===== src/rtl/fx_pkg.sv =====
// Fixed-point format defaults and combiner operation enum for the dot-product unit

package fx_pkg;

    // Default sample and result width, one 16-bit word
    localparam int FX_WIDTH = 16;

    // Fraction bits, Q8.8 by default
    localparam int FX_QFRAC = 8;

    // Register stages inside each lane multiplier
    localparam int FX_MUL_LATENCY = 3;

    // Combiner operation, held static while samples are in flight
    typedef enum logic {
        COMB_ADD = 1'b0,    // lane0 + lane1
        COMB_SUB = 1'b1     // lane0 - lane1
    } fx_comb_op_e;

endpackage


===== src/rtl/fx_operand_if.sv =====
// Operand pair interface for one multiplier lane with valid/ready and source/sink modports
`timescale 1ns/1ps

interface fx_operand_if import fx_pkg::*; #(
    parameter int WIDTH = FX_WIDTH
) ();

    logic                    valid;  // a and b are presented
    logic                    ready;  // lane can take the pair this edge
    logic signed [WIDTH-1:0] a;
    logic signed [WIDTH-1:0] b;

    // Producer side, holds valid and data until the pair is taken
    modport source (
        output valid, a, b,
        input  ready
    );

    // Multiplier side
    modport sink (
        input  valid, a, b,
        output ready
    );

endinterface


===== src/rtl/fx_mul.sv =====
// Pipelined signed fixed-point multiplier with round-half-up and whole-pipe stall
`timescale 1ns/1ps

module fx_mul import fx_pkg::*; #(
    parameter int WIDTH   = FX_WIDTH,
    parameter int QFRAC   = FX_QFRAC,
    parameter int LATENCY = FX_MUL_LATENCY
) (
    input  logic                    clk,
    input  logic                    rst_n,
    fx_operand_if.sink              op,
    output logic                    valid,
    input  logic                    ready,
    output logic signed [WIDTH-1:0] result
);

    // Half an output LSB in the double-width product format
    localparam logic signed [2*WIDTH-1:0] HALF_LSB =
        {{(2*WIDTH-1){1'b0}}, 1'b1} << (QFRAC - 1);

    logic [LATENCY-1:0]        v_pipe;                 // One valid bit per stage
    logic signed [2*WIDTH-1:0] prod_raw;
    logic signed [2*WIDTH-1:0] prod_q;                 // Stage 0, full product
    logic signed [2*WIDTH-1:0] prod_rnd;
    logic signed [WIDTH-1:0]   d_pipe [1:LATENCY-1];   // Rounded value, stages 1 and up
    logic                      shift_en;
    logic                      head_en;
    logic                      accept;

    initial begin
        assert (LATENCY >= 2)
            else $error("fx_mul: LATENCY must be at least 2");
        assert (QFRAC > 0)
            else $error("fx_mul: QFRAC must be positive");
    end

    // Pipe moves when the tail is empty or being drained
    assign shift_en = ready || !v_pipe[LATENCY-1];

    // Head stage may also fill a bubble while the rest of the pipe holds
    assign head_en  = shift_en || !v_pipe[0];
    assign op.ready = head_en;
    assign accept   = op.valid && head_en;

    assign prod_raw = op.a * op.b;   // Full 2*WIDTH product, no overflow

    // Round half up, then drop the fraction; the integer part wraps on truncation
    assign prod_rnd = (prod_q + HALF_LSB) >>> QFRAC;

    always_ff @(posedge clk or negedge rst_n) begin
        if (!rst_n) begin
            v_pipe <= '0;
        end else begin
            if (head_en)
                v_pipe[0] <= accept;
            if (shift_en)
                v_pipe[LATENCY-1:1] <= v_pipe[LATENCY-2:0];
        end
    end

    always_ff @(posedge clk) begin
        if (head_en)
            prod_q <= prod_raw;
        if (shift_en) begin
            d_pipe[1] <= prod_rnd[WIDTH-1:0];
            for (int i = LATENCY - 1; i >= 2; i--)
                d_pipe[i] <= d_pipe[i-1];
        end
    end

    assign valid  = v_pipe[LATENCY-1];
    assign result = d_pipe[LATENCY-1];

    // A stalled result must still be there, unchanged, on the next edge
    a_hold_result: assert property (
        @(posedge clk) disable iff (!rst_n)
        valid && !ready |=> valid && $stable(result)
    ) else $error("fx_mul: held result changed under back-pressure");

endmodule


===== src/rtl/fx_sum_sat.sv =====
// Lane combiner with add/subtract, saturation to the sample range and output register
`timescale 1ns/1ps

module fx_sum_sat import fx_pkg::*; #(
    parameter int WIDTH = FX_WIDTH
) (
    input  logic                    clk,
    input  logic                    rst_n,
    input  fx_comb_op_e             mode,
    input  logic                    lane0_valid,
    input  logic                    lane1_valid,
    input  logic signed [WIDTH-1:0] lane0_result,
    input  logic signed [WIDTH-1:0] lane1_result,
    output logic                    lane_ready,
    output logic                    valid_out,
    input  logic                    ready_in,
    output logic signed [WIDTH-1:0] result,
    output logic                    sat
);

    localparam logic signed [WIDTH-1:0] SAT_MAX = {1'b0, {(WIDTH-1){1'b1}}};
    localparam logic signed [WIDTH-1:0] SAT_MIN = {1'b1, {(WIDTH-1){1'b0}}};

    logic signed [WIDTH:0]   sum_ext;      // One guard bit above the sample width
    logic signed [WIDTH-1:0] result_nxt;
    logic                    sat_nxt;
    logic                    both_valid;
    logic                    load;

    assign both_valid = lane0_valid && lane1_valid;

    // Output register free or draining this edge
    assign lane_ready = !valid_out || ready_in;
    assign load       = lane_ready && both_valid;

    always_comb begin
        if (mode == COMB_SUB)
            sum_ext = lane0_result - lane1_result;
        else
            sum_ext = lane0_result + lane1_result;
    end

    // Guard bit differs from the sign bit only on overflow
    always_comb begin
        if (sum_ext[WIDTH] == sum_ext[WIDTH-1]) begin
            result_nxt = sum_ext[WIDTH-1:0];
            sat_nxt    = 1'b0;
        end else if (sum_ext[WIDTH]) begin
            result_nxt = SAT_MIN;   // Below the negative limit
            sat_nxt    = 1'b1;
        end else begin
            result_nxt = SAT_MAX;   // Above the positive limit
            sat_nxt    = 1'b1;
        end
    end

    always_ff @(posedge clk or negedge rst_n) begin
        if (!rst_n)
            valid_out <= 1'b0;
        else if (lane_ready)
            valid_out <= both_valid;
    end

    // Payload moves only with a new set, holds while stalled
    always_ff @(posedge clk) begin
        if (load) begin
            result <= result_nxt;
            sat    <= sat_nxt;
        end
    end

    // Both multipliers see the same valid and ready, so they must stay in step
    a_lane_lockstep: assert property (
        @(posedge clk) disable iff (!rst_n)
        lane0_valid == lane1_valid
    ) else $error("fx_sum_sat: lane valids out of step");

    // Mode is a static level and must not move while a set is in flight here
    a_mode_stable: assert property (
        @(posedge clk) disable iff (!rst_n)
        (lane0_valid || lane1_valid || valid_out) |-> $stable(mode)
    ) else $error("fx_sum_sat: mode changed with data in the pipe");

endmodule


===== src/rtl/fx_dot2_top.sv =====
// Two-term fixed-point dot-product top level with two multiplier lanes and a combiner
`timescale 1ns/1ps

module fx_dot2_top import fx_pkg::*; #(
    parameter int WIDTH   = FX_WIDTH,
    parameter int QFRAC   = FX_QFRAC,
    parameter int LATENCY = FX_MUL_LATENCY
) (
    input  logic                    clk,
    input  logic                    rst_n,
    input  fx_comb_op_e             mode,
    input  logic                    valid_in,
    output logic                    ready_out,
    input  logic signed [WIDTH-1:0] a0,
    input  logic signed [WIDTH-1:0] b0,
    input  logic signed [WIDTH-1:0] a1,
    input  logic signed [WIDTH-1:0] b1,
    output logic                    valid_out,
    input  logic                    ready_in,
    output logic signed [WIDTH-1:0] result,
    output logic                    sat
);

    logic                    lane0_valid;
    logic                    lane1_valid;
    logic signed [WIDTH-1:0] lane0_result;
    logic signed [WIDTH-1:0] lane1_result;
    logic                    lane_ready;   // Shared by both lanes

    fx_operand_if #(.WIDTH(WIDTH)) lane0_op ();
    fx_operand_if #(.WIDTH(WIDTH)) lane1_op ();

    // One valid feeds both lanes so they fill and drain together
    assign lane0_op.valid = valid_in;
    assign lane0_op.a     = a0;
    assign lane0_op.b     = b0;
    assign lane1_op.valid = valid_in;
    assign lane1_op.a     = a1;
    assign lane1_op.b     = b1;
    assign ready_out      = lane0_op.ready;   // Lane 1 ready is identical

    fx_mul #(
        .WIDTH   (WIDTH),
        .QFRAC   (QFRAC),
        .LATENCY (LATENCY)
    ) lane0_mul_i (
        .clk    (clk),
        .rst_n  (rst_n),
        .op     (lane0_op.sink),
        .valid  (lane0_valid),
        .ready  (lane_ready),
        .result (lane0_result)
    );

    fx_mul #(
        .WIDTH   (WIDTH),
        .QFRAC   (QFRAC),
        .LATENCY (LATENCY)
    ) lane1_mul_i (
        .clk    (clk),
        .rst_n  (rst_n),
        .op     (lane1_op.sink),
        .valid  (lane1_valid),
        .ready  (lane_ready),
        .result (lane1_result)
    );

    fx_sum_sat #(
        .WIDTH (WIDTH)
    ) comb_i (
        .clk          (clk),
        .rst_n        (rst_n),
        .mode         (mode),
        .lane0_valid  (lane0_valid),
        .lane1_valid  (lane1_valid),
        .lane0_result (lane0_result),
        .lane1_result (lane1_result),
        .lane_ready   (lane_ready),
        .valid_out    (valid_out),
        .ready_in     (ready_in),
        .result       (result),
        .sat          (sat)
    );

endmodule


===== config.mk =====
export PLATFORM = sky130hd
export DESIGN_NAME = fx_dot2_top
export DESIGN_NICKNAME = d
export VERILOG_FILES = /design/src/rtl/fx_pkg.sv /design/src/rtl/fx_operand_if.sv /design/src/rtl/fx_mul.sv /design/src/rtl/fx_sum_sat.sv /design/src/rtl/fx_dot2_top.sv
export SDC_FILE = /design/constraint.sdc
export NUM_CORES = 1
export LEC_CHECK = 0
export BUFFER_PORTS_ARGS = -buffer_cell sky130_fd_sc_hd__clkbuf_2
export CAP_MARGIN = 25
export CORE_AREA = 10 10 273 275
export DETAILED_ROUTE_END_ITERATION = 8
export DIE_AREA = 0 0 283 285
export SLEW_MARGIN = 20
export SYNTH_ARGS = -nofsm -noshare
export SYNTH_HDL_FRONTEND = slang
export SYNTH_HIERARCHICAL = 1
export SYNTH_SLANG_ARGS = --single-unit
export TNS_END_PERCENT = 20

===== constraint.sdc =====
create_clock -name clk -period 10.5 [get_ports clk]
set_input_delay 0 -clock clk [delete_from_list [all_inputs] [get_ports clk]]
set_output_delay 0 -clock clk [all_outputs]
set_load 0.005 [all_outputs]

==> impl_metrics.csv, run 1 <==
group,metric,value,unit
setup_path,arrival,5470,ps
place,hpwl,35.8,mm
logic_synthesis,synth_ff_type,"edfxtp_1",
global_routing,grt_usage,11.1,%
floorplan,core,69300,sq um
setup_path,crit_path_frequent_cell,"fa_1",
sta,finalSetupViolCount,0,
sta,maxSlewViolCount,0,
sta,period_share,50.6,%
flow_run,maxCapViolCount,0,
cells_and_area,final_cell_mix,"inv_1, fa_1, nand2_1",
global_routing,grt_start_max_net_pins,22,
sta,fmax,188,MHz
setup_path,worstSetupStartpointType,"input pin",
sta,tightest_slew,865,ps
setup_path,end_kind,"flip-flop",
drt,wirelength,42.9,mm
cells_and_area,multi_input_area,14600,sq um
drt,drt-wirelength-per-cell,13.8,microns
sta,fin_crit,5320,ps
sta,fin_skew,9.04,ps
setup_path,critPathTopFamily,"adder cells",
setup_path,cp_cell_sequence,"clkbuf_2 -> and2_1 -> fa_1 -> inv_1 -> fa_1 -> fa_1 -> inv_1 -> fa_1 -> fa_1 -> fa_1 -> ha_1 -> a21o_2 -> a21oi_1 -> o211ai_2 -> a211o_2 -> o31ai_4 -> a21boi_0 -> xor2_1",
logic_synthesis,synth_cell_types,61,
clock_tree,ctsResizeCount,0,
setup_path,worst-path-buf-inv,3,
logic_synthesis,async_flop_share,5.74,%
sta,rsz0062_at_grt,"no",
cells_and_area,areaGrowthSynthToFinish,9.95,%
global_routing,grt_pass1_vias,14900,
clock_tree,clkLatencyLatePin,410,ps
drt,first_pass_iters,6,
place,place_area,21800,sq um
sta,maxSlewHeadroom,42.4,%
floorplan,die-area,80700,sq um
worst_hold_path,hold_class,"in2async",
global_routing,grt_pass1_wl,74.9,mm
clock_tree,post_cts_buffers,0,
logic_synthesis,synth_seq_cells,122,
place,placedCellCount,3073,
cells_and_area,final_common_cell,"inv_1",
drt,avgViaCountPerCell,4.35,
logic_synthesis,syn_area,20400,sq um
setup_path,critPathMaxStageDelay,550,ps
logic_synthesis,syn_nets,2716,
global_routing,overflow,0,
place,routabilityCongestion,0.871,
setup_path,timing_worst_setup_path_type,"in2reg",
clock_tree,cts_sinks,122,
logic_synthesis,yosysSeqAreaShare,17.7,%
clock_tree,cts_max_level,4,
sta,final.setup.tns,0,ps
drt,drc,0,
floorplan,die_x,283,microns
clock_tree,cts_made_buffers,17,
place,port_buffers,87,
sta,holdWs,77.2,ps
floorplan,initial_core_util,29.5,%
setup_path,cp_slowest_cell,"fa_1",
logic_synthesis,synth_edf_count,115,
clock_tree,cts_root_buffer,"clkbuf_16",
cells_and_area,stdcell_count,3109,
floorplan,core.rowCount,97,
drt,final_antenna_net_count,0,
floorplan,ios,88,
cells_and_area,register_area,3630,sq um
clock_tree,clk_path_buf_depth,2,
setup_path,cp_data_required_time,10650,ps
clock_tree,tritoncts,"built",
logic_synthesis,synth_cells,2115,
drt,vias,13500,
logic_synthesis,synth_warnings,6,
drt,drt-initial-drc-count,648,
logic_synthesis,synth.avg_cell_area,9.67,sq um
setup_path,cp_max_fo,16,
clock_tree,clkTransAtPathRegs,50,ps
cells_and_area,fillers,7155,
floorplan,fp.dieH,285,microns
sta,hold_viol,0,
cells_and_area,stdcell_area,22500,sq um
cells_and_area,drive_gt1_share,6.87,%
run_status,status,"finished clean",
global_routing,grt_antenna_before_repair,2,
cells_and_area,fin_nets,2756,
## worst paths after layout
kind	from	cells after the start	end	slack [ps]
max	a1[8]	18	lane1_mul_i/prod_q[22]	5180
min	rst_n	2	lane0_mul_i/v_pipe[0]	80
max reg2reg	lane1_mul_i/d_pipe[2][0]	13	comb_i/result[9]	6490
min reg2reg	lane1_mul_i/d_pipe[1][0]	0	lane1_mul_i/d_pipe[2][0]	410
max in group asynchronous	rst_n	2	comb_i/valid_out	10250
min in group clk	valid_in	3	lane1_mul_i/v_pipe[0]	410
## cells by family (layout without fill, tap and decap cells)
| group | after synthesis | in the layout | synth area share (%) |
|---|---|---|---|
| adders and majority gates | 535 | 535 | 46.4 |
| AOI/OAI and AO/OA | 143 | 143 | 4.74 |
| DFF | 122 | 122 | 17.7 |
| and+or+nand+nor | 609 | 609 | 14.7 |
| muxes | 3 | 3 | 0.159 |
| xor gates and xnor gates | 132 | 132 | 5.66 |
| buffers and inverters | 571 | 624 | 10.6 |
| other | 0 | 1 | 0 |
## cells in the mapped netlist, types with 5 or more instances
library cell / count / area share [%]
inv_1: 499 / 9.2
fa_1: 373 / 37
nand2_1: 267 / 4.9
and2_1: 197 / 6.0
ha_1: 159 / 9.7
edfxtp_1: 115 / 17
xnor2_1: 103 / 4.4
clkbuf_1: 67 / 1.2
a21oi_1: 54 / 1.3
nor2_1: 51 / 0.94
xor2_1: 29 / 1.2
nand3_1: 24 / 0.59
o21ai_0: 22 / 0.54
nand2b_1: 17 / 0.52
nand4_1: 15 / 0.46
nor3_1: 12 / 0.29
o21a_1: 10 / 0.37
a21o_1: 8 / 0.29
nor2b_1: 8 / 0.24
dfrtp_1: 7 / 0.86
a211oi_1: 5 / 0.18
a31oi_1: 5 / 0.15
o211ai_1: 5 / 0.18
## flip-flops by register name (all words and copies together) (netlist names)
name,flops
comb_i/sat,1
lane1_mul_i/prod_q,17
comb_i/result,16
lane1_mul_i/v_pipe,3
comb_i/valid_out,1
lane0_mul_i/d_pipe,32
lane0_mul_i/prod_q,17
lane0_mul_i/v_pipe,3
lane1_mul_i/d_pipe,32
## worst reg2reg max path: stages (launching register included)
cell and delay (ps):
edfxtp_1 470, inv_1 90, ha_1 180, nor4b_2 360, a31o_2 250, a21oi_1 80, xnor2_1 210, ha_1 330
a21oi_1 170, o21ai_0 140, a31o_2 250, or3_1 340, a22oi_1 720, a21oi_1 120
## per-stage QoR
| stage | setup slack [ps] | utilization [%] |
|---|---|---|
| after global placement | 4850 | 31.4 |
| after detailed placement | 4730 | 31.5 |
| final | 5180 | 32.4 |
| after global routing | 4930 | 32.4 |
| after floorplan | 4890 | - |
| after CTS | 5160 | 32.4 |
## cell type report
| type | count | share of cell area (%) |
|---|---|---|
| sequential | 122 | 16.1 |
| tap | 940 | 5.23 |
| clock inverter | 14 | 0.969 |
| inverter | 499 | 8.33 |
| antenna | 1 | 0.0111 |
| timing repair buffer | 93 | 2.24 |
| multi-input combinational | 1422 | 65.2 |
| clock buffer | 18 | 1.91 |
## layer usage
metal  vias to the layer above  global-route usage (%)  wire length, microns
li1                       6448                       -                     -
met4                         0                    2.10                   588
met3                        43                    1.69                  1590
met2                       216                    19.3                 21200
met1                      6832                    14.6                 19500
met5                         -                       0                     0
## repair_timing
| action | in CTS | in global routing |
|---|---|---|
| endpoints found under the setup margin | 0 | 0 |
| hold endpoints to repair | 10 | 0 |
| hold buffers | 3 | 0 |
Power of run 1 is left out: the tool's default activity adds up to more than one toggle a clock period on the data nets, which glitch-free logic cannot reach.
==> run 2: changes to the inputs <==
==> constraint.sdc (replaced) <==
create_clock -name clk -period 4.9 [get_ports clk]
set_input_delay 0 -clock clk [delete_from_list [all_inputs] [get_ports clk]]
set_output_delay 0 -clock clk [all_outputs]
set_load 0.005 [all_outputs]
==> run 2 against run 1 <==
  * The flow now finishes with violations (setup timing)
  * Final area grew 9.3%
  * Core utilization rose by 3.0 points
  * Clock-buffer cell count grew 1
  * Critical path type unchanged
==> impl_metrics.csv, run 2 (synthesis results as in run 1) <==
group,metric,value,unit
run_status,status,"complete, but fails checks",
run_status,failed_checks,"setup timing",
sta,setup_ws,-11.9,ps
sta,final.setup.tns,-11.9,ps
cells_and_area,fin_nets,2991,
place,port_buffers,87,
sta,rsz0062_at_grt,"yes",
drt,vias,14300,
cells_and_area,layout.core_utilization,35.5,%
drt,avgViaCountPerCell,4.27,
flow_run,maxCapViolCount,0,
drt,drt-wirelength-per-cell,13.0,microns
floorplan,die-area,80700,sq um
floorplan,die_x,283,microns
cells_and_area,fillers,7081,
global_routing,grt_antenna_before_repair,2,
sta,hold_viol,0,
clock_tree,cts_made_buffers,17,
drt,drt-initial-drc-count,604,
worst_hold_path,holdPathStages,3,
global_routing,grt_start_max_net_pins,22,
drt,wirelength,43.4,mm
global_routing,grt_usage,11.2,%
sta,finalSetupViolCount,1,
cells_and_area,multi_input_area,14900,sq um
setup_path,timing_worst_setup_path_type,"in2reg",
cells_and_area,final_cell_mix,"inv_1, fa_1, nand2_1",
clock_tree,cts_sinks,122,
floorplan,initial_core_util,29.5,%
global_routing,overflow,0,
cells_and_area,drive_gt1_share,18.1,%
setup_path,end_kind,"flip-flop",
floorplan,ios,88,
setup_path,arrival,5070,ps
setup_path,crit_path_frequent_cell,"fa_1",
worst_hold_path,worstHoldStart,"ready_in",
sta,maxSlewHeadroom,44.0,%
cells_and_area,final_common_cell,"inv_1",
setup_path,r2r_end,"comb_i/result[14]",
sta,fmax,204,MHz
setup_path,cp_data_required_time,5060,ps
clock_tree,clkTransAtPathRegs,60,ps
sta,fin_skew,12.6,ps
worst_hold_path,hold_class,"in2reg",
cells_and_area,areaGrowthSynthToFinish,20.2,%
sta,maxSlewViolCount,0,
setup_path,worstSetupStartpointType,"input pin",
worst_hold_path,hold-path-endpoint,"comb_i/valid_out",
cells_and_area,largestRegisters,"lane0_mul_i/d_pipe x32, lane1_mul_i/d_pipe x32",
setup_path,cp_cell_sequence,"buf_2 -> and2_1 -> fa_1 -> inv_2 -> fa_1 -> inv_1 -> fa_1 -> fa_1 -> fa_1 -> inv_1 -> fa_1 -> inv_2 -> ha_4 -> a21o_1 -> a21oi_1 -> and2b_2 -> a211o_4 -> o31ai_4 -> a21boi_1 -> xor2_1",
place,hpwl,37.9,mm
setup_path,r2r_slack,870,ps
floorplan,core.rowCount,97,
global_routing,grt_pass1_wl,75.7,mm
clock_tree,cts_root_buffer,"clkbuf_16",
clock_tree,clkLatencyLatePin,420,ps
sta,fin_crit,4910,ps
sta,period_share,100,%
setup_path,rr_startpoint,"lane1_mul_i/d_pipe[2][0]",
setup_path,critPathMaxStageDelay,530,ps
drt,drc,0,
clock_tree,tritoncts,"built",
setup_path,cp_slowest_cell,"fa_1",
setup_path,cp_max_fo,6,
floorplan,core,69300,sq um
clock_tree,cts_max_level,4,
setup_path,reg2reg_depth,13,
drt,first_pass_iters,5,
cells_and_area,register_area,3630,sq um
cells_and_area,stdcell_area,24600,sq um
place,routabilityCongestion,0.845,
clock_tree,clk_path_buf_depth,2,
sta,holdWs,38.5,ps
sta,tightest_slew,840,ps
floorplan,fp.dieH,285,microns
place,place_area,23700,sq um
drt,final_antenna_net_count,0,
global_routing,grt_pass1_vias,15200,
-- run 2: timing repair --
action	CTS	global route
endpoints found under the setup margin	8	17
pin swaps	6	49
hold buffers	2	0
resized for setup	28	71
buffers inserted	0	8
endpoints found under the hold margin	9	0
-- run 2: worst max-delay path by stage --
stage,startpoint,endpoint,cells past startpoint
final,a1[3],lane1_mul_i/prod_q[22],20
after global routing,a1[3],lane1_mul_i/prod_q[22],20
after CTS,a1[4],lane1_mul_i/prod_q[22],20
after detailed placement,b0[6],lane0_mul_i/prod_q[23],22
after global placement,a1[5],lane1_mul_i/prod_q[22],20
after floorplan,b0[6],lane0_mul_i/prod_q[20],20
-- run 2: area by class of cell --
| type | count | area share (%) |
|---|---|---|
| Antenna cell | 1 | 0.0102 |
| Clock buffer | 19 | 1.76 |
| Clock inverter | 13 | 0.474 |
| Inverter | 499 | 7.62 |
| Multi-Input combinational cell | 1422 | 60.6 |
| Sequential cell | 122 | 14.8 |
| Tap cell | 940 | 4.79 |
| Timing Repair Buffer | 328 | 10.0 |
-- run 2: worst max-delay path, delay by kind of cell --
kind / cells / cell delay (ps)
buf+inv: 5 / 340
xor+xnor: 1 / 150
fa+ha+maj: 7 / 3220
compound gates: 5 / 970
simple gates: 2 / 390
-- run 2: per-layer routing --
layer,up-vias,GRT usage [%],part of all wire (%)
li1,6938,-,-
met2,175,19.2,49
met5,-,0,0.016
met3,30,1.46,3.1
met1,7118,15.2,47
met4,2,1.68,1.0
-- run 2: metrics by stage --
step                      instances  setup slack [ps]
after CTS                      3335             -17.5
after global placement         3299              -468
after detailed placement       3301              -538
after global routing           3344              -198
after floorplan                2115              -231
final                          3344             -11.9
Power of run 2 is left out for the same reason.
